`src/z80_pkg.sv`:
```
package z80_pkg;

    typedef logic [15:0] addr_t;
    typedef logic [7:0]  byte_t;
    typedef logic [15:0] word_t;

    // Z80 register field encoding, 6 selects (HL) in memory
    typedef logic [2:0] reg_sel_t;
    typedef logic [1:0] pair_sel_t;

    localparam reg_sel_t  REG_A      = 3'd7;
    localparam reg_sel_t  REG_HL_IND = 3'd6;
    localparam pair_sel_t PAIR_HL    = 2'd2;

    // Total instruction length in bytes, 1 to 3
    typedef logic [1:0] insn_len_t;

    typedef enum logic [3:0] {
        GRP_NOP,
        GRP_LD_R_R,
        GRP_LD_R_N,
        GRP_LD_DD_NN,
        GRP_LD_A_BCDE,
        GRP_LD_BCDE_A,
        GRP_LD_A_NN,
        GRP_LD_NN_A,
        GRP_LD_R_HL,
        GRP_LD_HL_R,
        GRP_LD_HL_N
    } insn_group_t;

endpackage
```
`src/z80_mem_if.sv`:
```
interface z80_mem_if;

    logic            req;
    logic            we;
    z80_pkg::addr_t  addr;
    z80_pkg::byte_t  wdata;
    logic            ack;
    z80_pkg::byte_t  rdata;

    modport seq (
        output req, we, addr, wdata,
        input  ack, rdata
    );

    modport bus (
        input  req, we, addr, wdata,
        output ack, rdata
    );

endinterface

```
`src/z80_core.sv`:
```
module z80_core #(
    parameter z80_pkg::addr_t P_RESET_PC = 16'h0000
) (
    input  logic            clk,
    input  logic            reset,
    output logic            o_psel,
    output logic            o_penable,
    output logic            o_pwrite,
    output z80_pkg::addr_t  o_paddr,
    output z80_pkg::byte_t  o_pwdata,
    input  z80_pkg::byte_t  i_prdata,
    input  logic            i_pready,
    output logic            o_insn_done
);

    z80_mem_if mem_bus ();

    z80_pkg::byte_t        opcode;
    z80_pkg::insn_group_t  group;
    z80_pkg::insn_len_t    len;
    z80_pkg::reg_sel_t     rd_sel;
    z80_pkg::byte_t        rd_data;
    z80_pkg::pair_sel_t    pair_sel;
    z80_pkg::word_t        pair_data;
    logic                  wr_en;
    z80_pkg::reg_sel_t     wr_sel;
    z80_pkg::byte_t        wr_data;
    logic                  pair_wr_en;
    z80_pkg::pair_sel_t    pair_wr_sel;
    z80_pkg::word_t        pair_wr_data;

    z80_sequencer #(
        .P_RESET_PC (P_RESET_PC)
    ) seq0 (
        .clk            (clk),
        .reset          (reset),
        .mem            (mem_bus.seq),
        .o_opcode       (opcode),
        .i_group        (group),
        .i_len          (len),
        .o_rd_sel       (rd_sel),
        .i_rd_data      (rd_data),
        .o_pair_sel     (pair_sel),
        .i_pair_data    (pair_data),
        .o_wr_en        (wr_en),
        .o_wr_sel       (wr_sel),
        .o_wr_data      (wr_data),
        .o_pair_wr_en   (pair_wr_en),
        .o_pair_wr_sel  (pair_wr_sel),
        .o_pair_wr_data (pair_wr_data),
        .o_insn_done    (o_insn_done)
    );

    z80_decoder dec0 (
        .i_opcode (opcode),
        .o_group  (group),
        .o_len    (len)
    );

    z80_regfile regs0 (
        .clk            (clk),
        .reset          (reset),
        .i_rd_sel       (rd_sel),
        .o_rd_data      (rd_data),
        .i_pair_sel     (pair_sel),
        .o_pair_data    (pair_data),
        .i_wr_en        (wr_en),
        .i_wr_sel       (wr_sel),
        .i_wr_data      (wr_data),
        .i_pair_wr_en   (pair_wr_en),
        .i_pair_wr_sel  (pair_wr_sel),
        .i_pair_wr_data (pair_wr_data)
    );

    z80_apb_master apb0 (
        .clk       (clk),
        .reset     (reset),
        .mem       (mem_bus.bus),
        .o_psel    (o_psel),
        .o_penable (o_penable),
        .o_pwrite  (o_pwrite),
        .o_paddr   (o_paddr),
        .o_pwdata  (o_pwdata),
        .i_prdata  (i_prdata),
        .i_pready  (i_pready)
    );

endmodule

```
`src/z80_sequencer.sv`:
```
module z80_sequencer #(
    parameter z80_pkg::addr_t P_RESET_PC = 16'h0000
) (
    input  logic                  clk,
    input  logic                  reset,
    z80_mem_if.seq                mem,
    output z80_pkg::byte_t        o_opcode,
    input  z80_pkg::insn_group_t  i_group,
    input  z80_pkg::insn_len_t    i_len,
    output z80_pkg::reg_sel_t     o_rd_sel,
    input  z80_pkg::byte_t        i_rd_data,
    output z80_pkg::pair_sel_t    o_pair_sel,
    input  z80_pkg::word_t        i_pair_data,
    output logic                  o_wr_en,
    output z80_pkg::reg_sel_t     o_wr_sel,
    output z80_pkg::byte_t        o_wr_data,
    output logic                  o_pair_wr_en,
    output z80_pkg::pair_sel_t    o_pair_wr_sel,
    output z80_pkg::word_t        o_pair_wr_data,
    output logic                  o_insn_done
);

    typedef enum logic [1:0] {
        FETCH_OP,
        FETCH_OPERAND,
        DATA_ACCESS,
        DONE
    } phase_t;

    phase_t          phase;
    phase_t          next_phase;
    z80_pkg::addr_t  pc;
    z80_pkg::byte_t  opcode_q;
    z80_pkg::byte_t  lo_q;
    z80_pkg::byte_t  hi_q;
    logic            operand_idx;
    logic            last_byte;
    logic            needs_data;
    logic            data_write;
    logic            direct_addr;

    // Decode the opcode byte in the same cycle it arrives
    assign o_opcode = (phase == FETCH_OP) ? mem.rdata : opcode_q;

    assign needs_data = i_group inside {
        z80_pkg::GRP_LD_A_BCDE, z80_pkg::GRP_LD_BCDE_A, z80_pkg::GRP_LD_A_NN,
        z80_pkg::GRP_LD_NN_A, z80_pkg::GRP_LD_R_HL, z80_pkg::GRP_LD_HL_R,
        z80_pkg::GRP_LD_HL_N};
    assign data_write = i_group inside {
        z80_pkg::GRP_LD_BCDE_A, z80_pkg::GRP_LD_NN_A,
        z80_pkg::GRP_LD_HL_R, z80_pkg::GRP_LD_HL_N};
    assign direct_addr = i_group inside {z80_pkg::GRP_LD_A_NN, z80_pkg::GRP_LD_NN_A};

    always_comb begin
        next_phase = phase;
        last_byte  = 1'b0;
        case (phase)
            FETCH_OP: begin
                if (mem.ack) begin
                    if (i_len == 2'd1) begin
                        last_byte = 1'b1;
                    end else begin
                        next_phase = FETCH_OPERAND;
                    end
                end
            end
            FETCH_OPERAND: begin
                if (mem.ack && (operand_idx || i_len == 2'd2)) begin
                    last_byte = 1'b1;
                end
            end
            DATA_ACCESS: begin
                if (mem.ack) begin
                    next_phase = DONE;
                end
            end
            default: next_phase = FETCH_OP;
        endcase
        if (last_byte) begin
            next_phase = needs_data ? DATA_ACCESS : DONE;
        end
    end

    always_ff @(posedge clk or posedge reset) begin
        if (reset) begin
            phase       <= FETCH_OP;
            pc          <= P_RESET_PC;
            opcode_q    <= '0;
            operand_idx <= 1'b0;
            o_insn_done <= 1'b0;
        end else begin
            phase       <= next_phase;
            o_insn_done <= (next_phase == DONE);
            if (mem.ack && (phase == FETCH_OP || phase == FETCH_OPERAND)) begin
                pc <= pc + 16'd1;
            end
            if (mem.ack && phase == FETCH_OP) begin
                opcode_q    <= mem.rdata;
                operand_idx <= 1'b0;
            end
            if (mem.ack && phase == FETCH_OPERAND) begin
                operand_idx <= 1'b1;
            end
        end
    end

    // Operand bytes, little endian
    always_ff @(posedge clk) begin
        if (mem.ack && phase == FETCH_OPERAND) begin
            if (operand_idx) begin
                hi_q <= mem.rdata;
            end else begin
                lo_q <= mem.rdata;
            end
        end
    end

    // A transfer is outstanding in every phase, the DONE cycle already fetches
    assign mem.req = 1'b1;

    always_comb begin
        mem.addr  = pc;
        mem.we    = 1'b0;
        mem.wdata = i_rd_data;
        if (phase == DATA_ACCESS) begin
            mem.addr = direct_addr ? {hi_q, lo_q} : i_pair_data;
            mem.we   = data_write;
            if (i_group == z80_pkg::GRP_LD_HL_N) begin
                mem.wdata = lo_q;
            end
        end
    end

    assign o_rd_sel = (i_group inside {z80_pkg::GRP_LD_R_R, z80_pkg::GRP_LD_HL_R}) ?
                      o_opcode[2:0] : z80_pkg::REG_A;
    assign o_pair_sel = (i_group inside {z80_pkg::GRP_LD_A_BCDE, z80_pkg::GRP_LD_BCDE_A}) ?
                        {1'b0, o_opcode[4]} : z80_pkg::PAIR_HL;

    // Results land on the edge that ends the last transfer
    assign o_wr_en =
        (phase == FETCH_OP && mem.ack && i_group == z80_pkg::GRP_LD_R_R) ||
        (phase == FETCH_OPERAND && mem.ack && i_group == z80_pkg::GRP_LD_R_N) ||
        (phase == DATA_ACCESS && mem.ack && needs_data && !data_write);
    assign o_wr_sel = (i_group inside {z80_pkg::GRP_LD_A_BCDE, z80_pkg::GRP_LD_A_NN}) ?
                      z80_pkg::REG_A : o_opcode[5:3];
    assign o_wr_data = (i_group == z80_pkg::GRP_LD_R_R) ? i_rd_data : mem.rdata;

    assign o_pair_wr_en = (phase == FETCH_OPERAND) && mem.ack && operand_idx &&
                          (i_group == z80_pkg::GRP_LD_DD_NN);
    assign o_pair_wr_sel  = o_opcode[5:4];
    assign o_pair_wr_data = {mem.rdata, lo_q};

endmodule

```
`src/z80_apb_master.sv`:
```
module z80_apb_master (
    input  logic            clk,
    input  logic            reset,
    z80_mem_if.bus          mem,
    output logic            o_psel,
    output logic            o_penable,
    output logic            o_pwrite,
    output z80_pkg::addr_t  o_paddr,
    output z80_pkg::byte_t  o_pwdata,
    input  z80_pkg::byte_t  i_prdata,
    input  logic            i_pready
);

    typedef enum logic [1:0] {
        IDLE,
        SETUP,
        ACCESS
    } apb_state_t;

    apb_state_t state;

    always_ff @(posedge clk or posedge reset) begin
        if (reset) begin
            state    <= IDLE;
            o_pwrite <= 1'b0;
        end else begin
            case (state)
                IDLE: begin
                    if (mem.req) begin
                        state    <= SETUP;
                        o_pwrite <= mem.we;
                    end
                end
                SETUP: state <= ACCESS;
                ACCESS: begin
                    // Wait states stretch the access phase
                    if (i_pready) begin
                        state <= IDLE;
                    end
                end
                default: state <= IDLE;
            endcase
        end
    end

    // Address and data held for the whole transfer
    always_ff @(posedge clk) begin
        if (state == IDLE && mem.req) begin
            o_paddr  <= mem.addr;
            o_pwdata <= mem.wdata;
        end
    end

    assign o_psel    = (state != IDLE);
    assign o_penable = (state == ACCESS);
    assign mem.ack   = (state == ACCESS) && i_pready;
    assign mem.rdata = i_prdata;

endmodule

```
`src/z80_regfile.sv`:
```
module z80_regfile (
    input  logic                clk,
    input  logic                reset,
    input  z80_pkg::reg_sel_t   i_rd_sel,
    output z80_pkg::byte_t      o_rd_data,
    input  z80_pkg::pair_sel_t  i_pair_sel,
    output z80_pkg::word_t      o_pair_data,
    input  logic                i_wr_en,
    input  z80_pkg::reg_sel_t   i_wr_sel,
    input  z80_pkg::byte_t      i_wr_data,
    input  logic                i_pair_wr_en,
    input  z80_pkg::pair_sel_t  i_pair_wr_sel,
    input  z80_pkg::word_t      i_pair_wr_data
);

    z80_pkg::byte_t reg_b, reg_c, reg_d, reg_e, reg_h, reg_l, reg_a;
    z80_pkg::word_t reg_sp;

    always_ff @(posedge clk or posedge reset) begin
        if (reset) begin
            reg_b  <= '0;
            reg_c  <= '0;
            reg_d  <= '0;
            reg_e  <= '0;
            reg_h  <= '0;
            reg_l  <= '0;
            reg_a  <= '0;
            reg_sp <= '0;
        end else begin
            if (i_pair_wr_en) begin
                case (i_pair_wr_sel)
                    2'd0: {reg_b, reg_c} <= i_pair_wr_data;
                    2'd1: {reg_d, reg_e} <= i_pair_wr_data;
                    2'd2: {reg_h, reg_l} <= i_pair_wr_data;
                    default: reg_sp <= i_pair_wr_data;
                endcase
            end
            if (i_wr_en) begin
                case (i_wr_sel)
                    3'd0: reg_b <= i_wr_data;
                    3'd1: reg_c <= i_wr_data;
                    3'd2: reg_d <= i_wr_data;
                    3'd3: reg_e <= i_wr_data;
                    3'd4: reg_h <= i_wr_data;
                    3'd5: reg_l <= i_wr_data;
                    3'd7: reg_a <= i_wr_data;
                    default: ;
                endcase
            end
        end
    end

    always_comb begin
        case (i_rd_sel)
            3'd0: o_rd_data = reg_b;
            3'd1: o_rd_data = reg_c;
            3'd2: o_rd_data = reg_d;
            3'd3: o_rd_data = reg_e;
            3'd4: o_rd_data = reg_h;
            3'd5: o_rd_data = reg_l;
            3'd7: o_rd_data = reg_a;
            default: o_rd_data = '0;
        endcase
    end

    always_comb begin
        case (i_pair_sel)
            2'd0: o_pair_data = {reg_b, reg_c};
            2'd1: o_pair_data = {reg_d, reg_e};
            2'd2: o_pair_data = {reg_h, reg_l};
            default: o_pair_data = reg_sp;
        endcase
    end

endmodule

```
`src/z80_decoder.sv`:
```
module z80_decoder (
    input  z80_pkg::byte_t       i_opcode,
    output z80_pkg::insn_group_t o_group,
    output z80_pkg::insn_len_t   o_len
);

    always_comb begin
        o_group = z80_pkg::GRP_NOP;
        o_len   = 2'd1;
        case (i_opcode[7:6])
            2'b00: begin
                if (i_opcode[3:0] == 4'h1) begin
                    o_group = z80_pkg::GRP_LD_DD_NN;
                    o_len   = 2'd3;
                end else if (i_opcode[2:0] == 3'b110) begin
                    o_len = 2'd2;
                    if (i_opcode[5:3] == z80_pkg::REG_HL_IND) begin
                        o_group = z80_pkg::GRP_LD_HL_N;
                    end else begin
                        o_group = z80_pkg::GRP_LD_R_N;
                    end
                end else if (i_opcode[2:0] == 3'b010) begin
                    // 22 and 2A are 16-bit memory loads, left as no-ops
                    case (i_opcode[5:3])
                        3'b000, 3'b010: o_group = z80_pkg::GRP_LD_BCDE_A;
                        3'b001, 3'b011: o_group = z80_pkg::GRP_LD_A_BCDE;
                        3'b110: begin
                            o_group = z80_pkg::GRP_LD_NN_A;
                            o_len   = 2'd3;
                        end
                        3'b111: begin
                            o_group = z80_pkg::GRP_LD_A_NN;
                            o_len   = 2'd3;
                        end
                        default: o_group = z80_pkg::GRP_NOP;
                    endcase
                end
            end
            2'b01: begin
                // 0x76 is HALT, not supported
                if (i_opcode[5:3] == z80_pkg::REG_HL_IND &&
                    i_opcode[2:0] == z80_pkg::REG_HL_IND) begin
                    o_group = z80_pkg::GRP_NOP;
                end else if (i_opcode[2:0] == z80_pkg::REG_HL_IND) begin
                    o_group = z80_pkg::GRP_LD_R_HL;
                end else if (i_opcode[5:3] == z80_pkg::REG_HL_IND) begin
                    o_group = z80_pkg::GRP_LD_HL_R;
                end else begin
                    o_group = z80_pkg::GRP_LD_R_R;
                end
            end
            default: o_group = z80_pkg::GRP_NOP;
        endcase
    end

endmodule

```
`config.mk`:
```
export PLATFORM = sky130hd
export DESIGN_NAME = z80_core
export DESIGN_NICKNAME = d
export VERILOG_FILES = /design/src/z80_pkg.sv /design/src/z80_mem_if.sv /design/src/z80_core.sv /design/src/z80_sequencer.sv /design/src/z80_apb_master.sv /design/src/z80_regfile.sv /design/src/z80_decoder.sv
export SDC_FILE = /design/constraint.sdc
export NUM_CORES = 1
export LEC_CHECK = 0
export BUFFER_PORTS_ARGS = -buffer_cell sky130_fd_sc_hd__buf_2
export CAP_MARGIN = 10
export CORE_MARGIN = 2
export CORE_UTILIZATION = 28
export CTS_CLUSTER_DIAMETER = 120
export DETAILED_ROUTE_END_ITERATION = 12
export HOLD_SLACK_MARGIN = 0.12
export SKIP_CTS_REPAIR_TIMING = 1
export SLEW_MARGIN = 30
export SYNTH_ARGS = -nofsm -noshare
export SYNTH_HDL_FRONTEND = slang
export SYNTH_SLANG_ARGS = --single-unit
```
`constraint.sdc`:
```
create_clock -name clk -period 4.3 [get_ports clk]
set_input_delay 0 -clock clk [delete_from_list [all_inputs] [get_ports clk]]
set_output_delay 0 -clock clk [all_outputs]
set_load 0.02 [all_outputs]
```
==> flow_summary_export.csv <==
group,metric,value,unit
pwr,combPwrFrac,37.7,%
synthesis,synth_ff_type,"dfrtp_1",
pwr,ir_drop,263.6,uV
sta,drv_slew,0,
sta,fin_setup_tns,0,ns
worst_setup_path,end_kind,"register",
cells_and_area,antenna_cells,0,
floorplan,io_pins,39,
floorplan,core,24110,um^2
floorplan,start_util,28.25,%
floorplan,die_w,159.9,um
job,cap_violations,0,
cells_and_area,instances_no_fill,997,
sta,layout_min_cycle_time,3.695,ns
place,dp.cells,955,
synthesis,yosysSeqAreaShare,49.61,%
cells_and_area,final_cell_mix,"135 x mux2i_1, 87 x dfrtp_1, 54 x nand2_1",
sta,timing.final.hold_violations,0,
detailed_routing,route.detailed.drc,0,
place,hpwl,13330,um
synthesis,syn_area,6809,um^2
pwr,power_switching,2.248,mW
worst_setup_path,critPathMostFrequentCell,"mux2i_1",
worst_setup_path,crit_required,4.57,ns
worst_setup_path,crit_chain,"nor2_2, mux2i_1, nor2_1, ha_1, and2_1, nand2b_1, nor4b_4, a221o_2, or4b_1, mux2i_1",
clocking,cts_sinks,127,
worst_setup_path,cpMaxStageDelayCell,"or4b_1",
sta,relSlewSlack,40.32,%
place,dp_slack,0.6387,ns
clocking,clock_latency,0.43,ns
sta,setup_slack,0.6050,ns
synthesis,synth_edf_count,40,
sta,fin_crit_sh,85.93,%
global_routing,antenna_found_initial,1,
clocking,cts_buffers,17,
floorplan,dieArea,25580,um^2
hold_path,hold_path.class,"primary input to asynchronous set/reset pin",
detailed_routing,drt-initial-drc-count,442,
detailed_routing,viasPerCell,5.067,
cells_and_area,drive_gt1_share,17.53,%
cells_and_area,fin_util,33.59,%
place,gp_congestion,0.9147,
worst_setup_path,crit_type,"register to register",
pwr,p_per_area,684.0,nW/um^2
pwr,p_clk_share,26.0,%
pwr,p_sw_share,40.59,%
clocking,path_clk_slew,0.06,ns
clocking,cts_tree,"built",
floorplan,row_count,57,
synthesis,ys_types,64,
synthesis,syn_nets,621,
global_routing,grt_pass1_wl,29420,um
global_routing,gr-total-overflow,0,
worst_setup_path,startpoint_type,"register",
synthesis,ys_warn_count,0,
clocking,cts-root-buf,"clkbuf_16",
sta,rsz0062_at_grt,"no",
synthesis,synthCells,608,
global_routing,grt_pass1_vias,4774,
cells_and_area,final_common_cell,"mux2i_1",
sta,tightest_slew,0.8703,ns
pwr,leakage,3.922,nW
global_routing,grt_max_degree,50,
detailed_routing,via_count,5052,
sta,finalSetupViolations,0,
floorplan,fp.dieH,159.9,um
outcome,status,"finished clean",
synthesis,ys_seq_elements,127,
worst_setup_path,slowest_delay,0.74,ns
global_routing,grt_usage,15.26,%
detailed_routing,wire_per_inst,19.21,um
sta,clock_skew,0.007501,ns
worst_setup_path,arrival,3.97,ns
synthesis,synth_area_per_cell,11.20,um^2
synthesis,async_flop_share,68.50,%
worst_setup_path,worstPathMaxFanout,15,
clocking,clk_path_buf_depth,2,
cells_and_area,area.growth.synth_to_final,18.93,%
detailed_routing,drt-total-wl,19160,um
clocking,htreeDepth,4,
pwr,p_int,3.290,mW
cells_and_area,final_net_count,673,
detailed_routing,firstDrtPassIters,5,
place,portBuffers,38,
detailed_routing,ant_nets,0,
sta,fmax,270.6,MHz
pwr,seq_power_share,36.3,%
## path summary, 6_finish.rpt
kind                            slack [ns]                   endpoint  depth (start not counted)                       from
worst max-delay path                  0.60   regs0.reg_l[0]$_DFF_PP0_                         10    seq0.phase[1]$_DFF_PP0_
worst min-delay path                  0.21    seq0.pc[11]$_DFFE_PP0P_                          3                      reset
worst max register to register        0.60   regs0.reg_l[0]$_DFF_PP0_                         10    seq0.phase[1]$_DFF_PP0_
worst min register to register        0.49  apb0.o_pwrite$_DFFE_PP0N_                          2  apb0.o_pwrite$_DFFE_PP0N_
max in group asynchronous             2.98  apb0.state[0]$_DFFE_PP0P_                          4                      reset
min in group clk                      0.45     seq0.hi_q[6]$_DFFE_PP_                          2                i_prdata[6]
## Yosys cell counts (2+ instances only)
cell type,number,share of area [%]
clkbuf_1,19,1.0
o211ai_1,2,0.22
a21o_1,2,0.22
clkbuf_2,2,0.15
a21oi_1,32,2.4
buf_2,6,0.44
or2_1,3,0.28
o21ai_1,3,0.22
edfxtp_1,40,18
nor4b_2,2,0.44
nand4_1,4,0.37
a221oi_1,5,0.64
buf_1,3,0.17
nor3_1,2,0.15
o22ai_1,2,0.18
nor4_1,2,0.18
o31ai_1,3,0.33
nand2_1,54,3.0
o21ai_0,19,1.4
mux2i_1,136,20
and2_1,4,0.37
and3_1,3,0.28
xor2_1,4,0.51
inv_1,17,0.94
nand2b_1,5,0.46
mux2_2,10,1.7
nor2_1,45,2.5
nand3_1,10,0.74
ha_1,2,0.37
nand3b_1,2,0.22
xnor2_1,12,1.5
a211oi_1,18,2.0
and4_1,2,0.26
a222oi_1,6,0.88
o21a_1,2,0.22
nand4_2,3,0.55
or4b_1,2,0.29
dfrtp_1,87,32
a22o_1,2,0.26
buf_6,2,0.33
a31oi_1,6,0.55
## sequential cells by signal, summed over array words and instances (netlist names), 2 cells and up
signal,flops
apb0.o_paddr,16
apb0.o_pwdata,8
apb0.state,2
regs0.reg_a,8
regs0.reg_b,8
regs0.reg_c,8
regs0.reg_d,8
regs0.reg_e,8
regs0.reg_h,8
regs0.reg_l,8
seq0.hi_q,8
seq0.lo_q,8
seq0.opcode_q,8
seq0.pc,16
seq0.phase,2
## per-stage QoR
step / hold WS [ns] / area (um^2) / total power, mW
CTS: -0.3227 / 7984 / 5.515
detailed placement: 0.1287 / 7400 / 4.062
global route: 0.2727 / 8098 / 5.834
floorplan: 0.09887 / 6809 / 3.419
finish: 0.2062 / 8098 / 5.538
global placement: 0.1264 / 7395 / 4.047
## per-layer routing
| metal | vias up | share of wire [%] | global-route usage [%] |
|---|---|---|---|
| met1 | 2490 | 46 | 20.89 |
| li1 | 2351 | - | - |
| met2 | 181 | 45 | 23.06 |
| met3 | 28 | 6.6 | 4.026 |
| met4 | 2 | 2.2 | 6.020 |
| met5 | - | 0.068 | 0 |
## critical path, delay by kind of cell (launching register included)
kind	cells	cell delay [ns]
AND/OR/NAND/NOR	6	1.89
flip-flops	1	0.55
adder cells (fa/ha/maj)	1	0.27
AO/OA/AOI/OAI	1	0.29
multiplexers	2	0.54
## power groups by stage
stage | combinational [mW] | clock (mW) | sequential, mW
floorplan | 1.37 | 0 | 2.05
global placement | 2.03 | 0 | 2.01
detailed placement | 2.05 | 0 | 2.02
CTS | 2.05 | 1.46 | 2.00
global route | 2.26 | 1.52 | 2.05
finish | 2.09 | 1.44 | 2.01
## final cells by class
| class | instances | area, um^2 |
|---|---|---|
| Clock buffer | 18 | 429.2 |
| Clock inverter | 14 | 155.1 |
| Fill cell | 2455 | 16010 |
| Inverter | 17 | 65.06 |
| Multi-Input combinational cell | 431 | 3239 |
| Sequential cell | 127 | 3378 |
| Tap cell | 324 | 405.4 |
| Timing Repair Buffer | 66 | 425.4 |
## cell families (layout without fill, tap and decap cells)
logic type | Yosys count | in the layout | synth area share (%)
AOI/OAI and AO/OA | 113 | 113 | 11.32
DFF | 127 | 127 | 49.61
and+or+nand+nor | 154 | 154 | 11.82
xor gates and xnor gates | 16 | 16 | 2.058
muxes | 146 | 146 | 21.65
adders and majority gates | 2 | 2 | 0.3675
buffers and inverters | 50 | 115 | 3.179
(Power assumes the default switching activity.)
